### config.mk
export PLATFORM = sky130hd
export DESIGN_NAME = decodeTop
export DESIGN_NICKNAME = d
export VERILOG_FILES = /design/src/verilog/decodePkg.sv /design/src/verilog/decodeUnitClass.sv /design/src/verilog/decodeOperands.sv /design/src/verilog/decodeMerge.sv /design/src/verilog/decodeTop.sv
export SDC_FILE = /design/constraint.sdc
export NUM_CORES = 1
export LEC_CHECK = 0
export BUFFER_PORTS_ARGS = -buffer_cell sky130_fd_sc_hd__buf_2
export CAP_MARGIN = 20
export CELL_PAD_IN_SITES_DETAIL_PLACEMENT = 1
export CELL_PAD_IN_SITES_GLOBAL_PLACEMENT = 1
export CORE_AREA = 2 2 84 86
export DETAILED_ROUTE_END_ITERATION = 8
export DIE_AREA = 0 0 86 88
export GPL_TIMING_DRIVEN = 1
export PLACE_DENSITY = 0.85
export SLEW_MARGIN = 40
export SYNTH_ARGS = -nofsm -noshare
export SYNTH_HDL_FRONTEND = slang
export SYNTH_SLANG_ARGS = --single-unit
### constraint.sdc
create_clock -name clk -period 2.31 [get_ports clk]
set_input_delay 0.462 -clock clk [delete_from_list [all_inputs] [get_ports clk]]
set_output_delay 0.462 -clock clk [all_outputs]
set_load 0.1 [all_outputs]
### src/verilog/decodePkg.sv
/*
	Shared definitions for the micro-op decode stage.
	Holds the micro-op field widths and bit positions, together with the
	opcode, function, unit and operand size encodings. Modules pull these
	in with a wildcard import in their body and use scoped names on ports.
*/

`default_nettype none

package decodePkg;

	// ==================================================
	// Widths
	// ==================================================

	// Whole micro-op word
	localparam int INSTR_W = 32;
	// Register number, 64 architectural registers
	localparam int REG_W = 6;
	// Raw immediate as carried in the micro-op
	localparam int IMM_W = 13;
	// Immediate after sign extension to the datapath width
	localparam int DATA_W = 64;
	// Opcode and function fields are both seven bits
	localparam int OPC_W = 7;
	localparam int FUNC_W = 7;

	// ==================================================
	// Field positions, given as the low bit of each field
	// ==================================================

	localparam int OPC_LSB = 0;
	localparam int RD_LSB = 7;
	localparam int RS1_LSB = 13;
	localparam int RS2_LSB = 19;
	// The immediate overlaps rs2 and func in the immediate forms
	localparam int IMM_LSB = 19;
	localparam int FUNC_LSB = 25;

	// ==================================================
	// Encodings
	// ==================================================

	// Major opcode in bits 6 to 0
	typedef enum logic [OPC_W-1:0] {
		OP_R3B   = 7'h02,
		OP_R3W   = 7'h03,
		OP_R3T   = 7'h04,
		OP_R3O   = 7'h05,
		// Paired register form, always octa sized
		OP_R3P   = 7'h06,
		OP_ADDI  = 7'h10,
		OP_MULI  = 7'h11,
		OP_DIVI  = 7'h13,
		OP_LOAD  = 7'h20,
		OP_STORE = 7'h21
	} opcode_e;

	// Function code in bits 31 to 25, only looked at for R3 opcodes
	typedef enum logic [FUNC_W-1:0] {
		FN_ADD = 7'h04,
		FN_SUB = 7'h05,
		FN_AND = 7'h08,
		FN_OR  = 7'h09,
		FN_MUL = 7'h10,
		FN_DIV = 7'h11,
		FN_REM = 7'h12
	} func_e;

	// Functional unit chosen by the classifier
	typedef enum logic [2:0] {
		UNIT_NONE = 3'd0,
		UNIT_ALU  = 3'd1,
		UNIT_MUL  = 3'd2,
		UNIT_DIV  = 3'd3,
		UNIT_MEM  = 3'd4
	} unit_e;

	// Operand size, from one byte up to an octa of eight bytes
	typedef enum logic [1:0] {
		SZ_BYTE  = 2'd0,
		SZ_WYDE  = 2'd1,
		SZ_TETRA = 2'd2,
		SZ_OCTA  = 2'd3
	} size_e;

endpackage

`default_nettype wire

### src/verilog/decodeUnitClass.sv
/*
	Functional unit classifier for one micro-op.
	Purely combinational. Looks at the opcode and, for register forms, the
	function field, then names the unit that executes the micro-op. Any
	encoding it does not know is reported as illegal with no unit.
*/

`timescale 1ns/100ps
`default_nettype none

module decodeUnitClass (
	input  wire logic [decodePkg::INSTR_W-1:0] instr,
	output decodePkg::unit_e                   unit,
	output logic                               illegal
);

	import decodePkg::*;

	opcode_e opcode;
	func_e   func;

	// Pull the two fields that matter for classification
	assign opcode = opcode_e'(instr[OPC_LSB +: OPC_W]);
	assign func   = func_e'(instr[FUNC_LSB +: FUNC_W]);

	// True for every register-register opcode, the paired form included
	function automatic logic fnIsR3(input opcode_e op);
		fnIsR3 = op == OP_R3B || op == OP_R3W || op == OP_R3T ||
			op == OP_R3O || op == OP_R3P;
	endfunction

	// Divide recognition
	// Remainder runs on the divider too, so it counts as a divide
	function automatic logic fnIsDivs(input opcode_e op, input func_e fn);
		fnIsDivs = op == OP_DIVI ||
			(fnIsR3(op) && (fn == FN_DIV || fn == FN_REM));
	endfunction

	function automatic logic fnIsMuls(input opcode_e op, input func_e fn);
		fnIsMuls = op == OP_MULI || (fnIsR3(op) && fn == FN_MUL);
	endfunction

	// Simple integer work for the ALU
	function automatic logic fnIsAlu(input opcode_e op, input func_e fn);
		fnIsAlu = op == OP_ADDI || (fnIsR3(op) &&
			(fn == FN_ADD || fn == FN_SUB || fn == FN_AND || fn == FN_OR));
	endfunction

	// ==================================================
	// Unit selection
	// ==================================================

	always_comb
	begin
		unit    = UNIT_NONE;
		illegal = 1'b0;
		if (fnIsDivs(opcode, func))
			unit = UNIT_DIV;
		else if (fnIsMuls(opcode, func))
			unit = UNIT_MUL;
		else if (opcode == OP_LOAD || opcode == OP_STORE)
			unit = UNIT_MEM;
		else if (fnIsAlu(opcode, func))
			unit = UNIT_ALU;
		else
		begin
			// Unknown opcode, or an R3 opcode carrying an unlisted func
			illegal = 1'b1;
		end
	end

endmodule

`default_nettype wire

### src/verilog/decodeOperands.sv
/*
	Operand field decoder for one micro-op.
	Purely combinational. Slices out the register numbers, sign extends the
	immediate and works out the operand size and whether rd gets written.
	Legality is left to the unit classifier.
*/

`timescale 1ns/100ps
`default_nettype none

module decodeOperands (
	input  wire logic [decodePkg::INSTR_W-1:0] instr,
	output logic [decodePkg::REG_W-1:0]        rd,
	output logic [decodePkg::REG_W-1:0]        rs1,
	output logic [decodePkg::REG_W-1:0]        rs2,
	output logic [decodePkg::DATA_W-1:0]       imm,
	output logic                               useImm,
	output decodePkg::size_e                   size,
	output logic                               writesRd
);

	import decodePkg::*;

	opcode_e opcode;
	logic    immSign;

	assign opcode = opcode_e'(instr[OPC_LSB +: OPC_W]);

	// ==================================================
	// Register fields
	// ==================================================

	// These sit at fixed positions in every format
	assign rd  = instr[RD_LSB +: REG_W];
	assign rs1 = instr[RS1_LSB +: REG_W];
	assign rs2 = instr[RS2_LSB +: REG_W];

	// ==================================================
	// Immediate
	// ==================================================

	// Top bit of the raw immediate, copied up to fill the datapath width
	assign immSign = instr[IMM_LSB + IMM_W - 1];
	assign imm = {{(DATA_W - IMM_W){immSign}}, instr[IMM_LSB +: IMM_W]};

	// Immediate and memory forms take the immediate as second operand
	assign useImm = opcode == OP_ADDI || opcode == OP_MULI ||
		opcode == OP_DIVI || opcode == OP_LOAD || opcode == OP_STORE;

	// Stores read rd as data rather than writing it
	assign writesRd = opcode != OP_STORE;

	// Size comes from the suffix of the R3 opcode
	always_comb
	begin
		case (opcode)
		OP_R3B:  size = SZ_BYTE;
		OP_R3W:  size = SZ_WYDE;
		OP_R3T:  size = SZ_TETRA;
		// Octa register forms and all other opcodes work on 64 bits
		default: size = SZ_OCTA;
		endcase
	end

endmodule

`default_nettype wire

### src/verilog/decodeMerge.sv
/*
	Merge stage of the decoder.
	Registers the classifier and operand decoder results into one decode
	record on each valid strobe. Adds exactly one cycle. Also works out the
	final register write enable, which is dropped for illegal micro-ops and
	for writes to r0.
*/

`timescale 1ns/100ps
`default_nettype none

module decodeMerge (
	input  wire logic                          clk,
	input  wire logic                          rst,
	input  wire logic                          instrValid,
	input  decodePkg::unit_e                   unit,
	input  wire logic                          illegal,
	input  wire logic [decodePkg::REG_W-1:0]   rd,
	input  wire logic [decodePkg::REG_W-1:0]   rs1,
	input  wire logic [decodePkg::REG_W-1:0]   rs2,
	input  wire logic [decodePkg::DATA_W-1:0]  imm,
	input  wire logic                          useImm,
	input  decodePkg::size_e                   size,
	input  wire logic                          writesRd,
	output logic                               outValid,
	output decodePkg::unit_e                   outUnit,
	output logic                               outIllegal,
	output logic [decodePkg::REG_W-1:0]        outRd,
	output logic [decodePkg::REG_W-1:0]        outRs1,
	output logic [decodePkg::REG_W-1:0]        outRs2,
	output logic [decodePkg::DATA_W-1:0]       outImm,
	output logic                               outUseImm,
	output decodePkg::size_e                   outSize,
	output logic                               regWrite
);

	import decodePkg::*;

	logic writeOk;

	// r0 is hardwired to zero so a write to it is dropped
	assign writeOk = writesRd && !illegal && rd != '0;

	// ==================================================
	// Control
	// ==================================================

	// Strobe and write enable follow the input every cycle
	always_ff @(posedge clk)
	begin
		if (rst)
		begin
			outValid <= 1'b0;
			regWrite <= 1'b0;
		end
		else
		begin
			outValid <= instrValid;
			regWrite <= instrValid && writeOk;
		end
	end

	// ==================================================
	// Decode record
	// ==================================================

	// Fields hold their last value between strobes
	always_ff @(posedge clk)
	begin
		if (rst)
		begin
			outUnit    <= UNIT_NONE;
			outIllegal <= 1'b0;
			outRd      <= '0;
			outRs1     <= '0;
			outRs2     <= '0;
			outImm     <= '0;
			outUseImm  <= 1'b0;
			outSize    <= SZ_BYTE;
		end
		else if (instrValid)
		begin
			outUnit    <= unit;
			outIllegal <= illegal;
			outRd      <= rd;
			outRs1     <= rs1;
			outRs2     <= rs2;
			outImm     <= imm;
			outUseImm  <= useImm;
			outSize    <= size;
		end
	end

endmodule

`default_nettype wire

### src/verilog/decodeTop.sv
/*
	Top level of the micro-op decode stage.
	Feeds one micro-op word to the unit classifier and the operand decoder
	in parallel, then registers both results in the merge stage. A record
	appears one cycle after its strobe.
*/

`timescale 1ns/100ps
`default_nettype none

module decodeTop (
	input  wire logic                          clk,
	input  wire logic                          rst,
	input  wire logic [decodePkg::INSTR_W-1:0] instr,
	input  wire logic                          instrValid,
	output logic                               outValid,
	output decodePkg::unit_e                   outUnit,
	output logic                               outIllegal,
	output logic [decodePkg::REG_W-1:0]        outRd,
	output logic [decodePkg::REG_W-1:0]        outRs1,
	output logic [decodePkg::REG_W-1:0]        outRs2,
	output logic [decodePkg::DATA_W-1:0]       outImm,
	output logic                               outUseImm,
	output decodePkg::size_e                   outSize,
	output logic                               regWrite
);

	import decodePkg::*;

	// Results of the two parallel decoders
	unit_e              unit;
	logic               illegal;
	logic [REG_W-1:0]   rd;
	logic [REG_W-1:0]   rs1;
	logic [REG_W-1:0]   rs2;
	logic [DATA_W-1:0]  imm;
	logic               useImm;
	size_e              size;
	logic               writesRd;

	decodeUnitClass unitClass_i (
		.instr   (instr),
		.unit    (unit),
		.illegal (illegal)
	);

	decodeOperands operands_i (
		.instr    (instr),
		.rd       (rd),
		.rs1      (rs1),
		.rs2      (rs2),
		.imm      (imm),
		.useImm   (useImm),
		.size     (size),
		.writesRd (writesRd)
	);

	decodeMerge merge_i (
		.clk        (clk),
		.rst        (rst),
		.instrValid (instrValid),
		.unit       (unit),
		.illegal    (illegal),
		.rd         (rd),
		.rs1        (rs1),
		.rs2        (rs2),
		.imm        (imm),
		.useImm     (useImm),
		.size       (size),
		.writesRd   (writesRd),
		.outValid   (outValid),
		.outUnit    (outUnit),
		.outIllegal (outIllegal),
		.outRd      (outRd),
		.outRs1     (outRs1),
		.outRs2     (outRs2),
		.outImm     (outImm),
		.outUseImm  (outUseImm),
		.outSize    (outSize),
		.regWrite   (regWrite)
	);

endmodule

`default_nettype wire

==> results.json <==
{
  "initial_core_util_pct": 28.1,
  "post-synth-top-area-cell": "dfxtp_1",
  "netlist_instances": 199,
  "synth_top_area_share_pct": 36.4,
  "io_pins": 126,
  "area_growth_pct": 18.9,
  "pwr-share-clk_pct": 22.9,
  "htree_num_levels": 2,
  "end_kind": "primary output",
  "ys_async_sr_fraction_pct": 0,
  "synthTopCellsByCount": "58 x buf_4, 35 x nor2_1, 34 x dfxtp_1, 26 x mux2i_1, 5 x clkbuf_1",
  "die-height_microns": 88,
  "dr.pass1.iters": 4,
  "p_int_w": 0.000984,
  "finClkSkew_ns": 0,
  "insertion_delay_ns": 0.28,
  "comb_power_share_pct": 44.9,
  "crit_family": "flip-flops",
  "status": "complete, no violations",
  "root_buffer": "clkbuf_8",
  "crit_fanout": 53,
  "design_area_sq_um": 2220,
  "cts_inserted_buffers": 5,
  "placed_cell_area_sq_um": 2130,
  "relSlewSlack_pct": 55.9,
  "slowest_delay_ns": 0.76,
  "synth.distinct_cells": 36,
  "fillers": 818,
  "worstHoldPathType": "in -> reg",
  "cp_data_required_time_ns": 1.85,
  "ys_seq_area_share_pct": 36.4,
  "die_area_sq_um": 7570,
  "crit_chain": "buf_2",
  "clockBufferDepth": 2,
  "die_w_microns": 86,
  "worstPathArrival_ns": 1.60,
  "final_hold_viol_count": 0,
  "antenna_cells": 0,
  "grt_pass1_vias": 1518,
  "leakage_nw": 1.23,
  "p_sw_share_pct": 50.9,
  "layout-drive-gt1-share_pct": 52.8,
  "synth_edf_count": 0,
  "grt_util_all_layers_pct": 12.0,
  "hold_path_startpoint": "instr[23]",
  "tns_ns": 0,
  "post-route-min-period_ns": 2.06,
  "avgSynthCellArea_sq_um": 9.39,
  "setup_viol": 0,
  "ff2ff_setup_slack_ns": 1.23,
  "grt_max_degree": 54,
  "place_congestion": 0.770,
  "powerDensity_nw_per_um2": 903,
  "antenna_found_initial": 0,
  "peakVddDrop_v": 0.000310,
  "drc_errors": 0,
  "ys.flop_type": "dfxtp_1",
  "cts_tree": "built",
  "post-synth-top-count-cell": "buf_4",
  "cts_hold_buf": 0,
  "cp-start-kind": "flip-flop",
  "final_nets": 303,
  "io_buffers": 125,
  "fp-row-count": 30,
  "critical_path_class": "reg -> out",
  "grt_pass1_wl_microns": 7150,
  "hpwl_microns": 3660,
  "r2r_start": "merge_i.outImm[12]",
  "maxSlewViolCount": 0,
  "ys_seq_elements": 34,
  "worstReg2RegEnd": "merge_i.outImm[12]",
  "rsz0062_at_grt": "no",
  "clkTransAtPathRegs_ns": 0.07,
  "crit_start": "merge_i.outImm[12]",
  "p_sw_w": 0.00102,
  "synthTopCellsByArea": "dfxtp_1 36%, buf_4 23%, mux2i_1 14%",
  "worst_slew_pin_slew_ns": 0.662,
  "vias": 1562,
  "yosysWarnings": 0,
  "p_seq_share_pct": 32.3,
  "grt-ovfl-total": 0,
  "wl_per_cell_microns": 13.9,
  "vias_per_cell": 4.48,
  "wl_microns": 4840,
  "fmax_mhz": 485,
  "synth_nets": 234,
  "clkSinkCount": 34,
  "postCtsSetupBuffers": 0,
  "whs_path_depth": 3,
  "min_period_over_period_pct": 89.3,
  "syn-cell-area_sq_um": 1870,
  "cpMaxStageDelayCell": "dfxtp_2",
  "drt_iter0_drc": 26,
  "holdPathEnd": "merge_i.outImm[4]",
  "maxCapViolCount": 0,
  "postRouteAntennaNets": 0,
  "crit_buf_inv": 1,
  "ff2ff_path_depth": 2,
  "core-area_sq_um": 6640,
  "cts-resized-gates": 0
}
-- area by class of cell --
class / instances / area, sq um / share of cell area, %
multi-input cells: 99 / 699 / 31.5
flip-flops and latches: 34 / 682 / 30.7
repair buffers: 128 / 648 / 29.2
well taps: 80 / 100 / 4.51
clock buffers: 7 / 86.3 / 3.89
clock inverters: 1 / 5.00 / 0.225
-- power groups by stage --
stage	combinational, W	clock [W]	sequential (W)
6_report	0.000900	0.000459	0.000647
5_1_grt	0.000926	0.000505	0.000654
4_1_cts	0.000904	0.000483	0.000649
3_5_place_dp	0.000903	0	0.000661
3_3_place_gp	0.000896	0	0.000658
2_1_floorplan	0.000601	0	0.000901
-- per-stage QoR --
step | hold slack, ns | cells | setup slack [ns] | total power (W) | utilization, %
6_report | 0.412 | 349 | 0.247 | 0.00201 | 33.4
5_1_grt | 0.430 | 349 | 0.120 | 0.00208 | 33.4
4_1_cts | 0.403 | 349 | 0.201 | 0.00204 | 33.4
3_5_place_dp | 0.482 | 341 | 0.405 | 0.00156 | 32.1
3_3_place_gp | 0.471 | 341 | 0.466 | 0.00155 | 32.1
2_1_floorplan | 0.609 | 199 | 0.330 | 0.00150 | -
-- how the worst max path moves through the flow --
stage,endpoint,slack [ns],cells past startpoint
6_report,outImm[52],0.25,1
2_1_floorplan,outImm[13],0.33,1
3_3_place_gp,merge_i.outIllegal,0.47,5
5_1_grt,outImm[38],0.12,1
3_5_place_dp,merge_i.regWrite,0.41,5
4_1_cts,outImm[52],0.20,1
-- layout by cell type (no fill, tap or decap), types with 2 or more instances in the layout --
cell type / netlist / layout
nor2_1: 35 / 35
nor4_1: 2 / 2
nor4b_1: 2 / 2
clkbuf_8: 0 / 6
nor3b_1: 2 / 2
buf_4: 58 / 3
nand3_1: 3 / 3
buf_2: 0 / 125
mux2i_1: 26 / 26
nand2b_1: 2 / 2
dfxtp_1: 34 / 33
or4_1: 2 / 2
xnor2_1: 2 / 2
a211oi_1: 2 / 2
-- metal layers --
metal	GRT usage, %	part of all wire [%]
met1	13.1	39
met2	22.3	50
met3	3.86	9.8
met4	3.46	1.1
met5	0	0
-- cell families (layout without fill, tap and decap cells) --
| group | after synthesis | in the layout | synth area share, % |
|---|---|---|---|
| AO/OA/AOI/OAI | 12 | 12 | 5.63 |
| XOR/XNOR | 3 | 3 | 1.41 |
| AND/OR/NAND/NOR | 58 | 58 | 16.5 |
| buffers and inverters | 66 | 136 | 26.1 |
| multiplexers | 26 | 26 | 13.9 |
| flip-flops | 34 | 34 | 36.4 |
-- state kept, by name, summed over array words and instances, names as in the netlist --
register / cells
merge_i.outSize: 2
merge_i.regWrite: 1
merge_i.outRs1: 6
merge_i.outUseImm: 1
merge_i.outUnit: 3
merge_i.outValid: 1
merge_i.outIllegal: 1
merge_i.outRd: 6
merge_i.outImm: 13
Note: power is estimated with default switching activity, not from simulation.
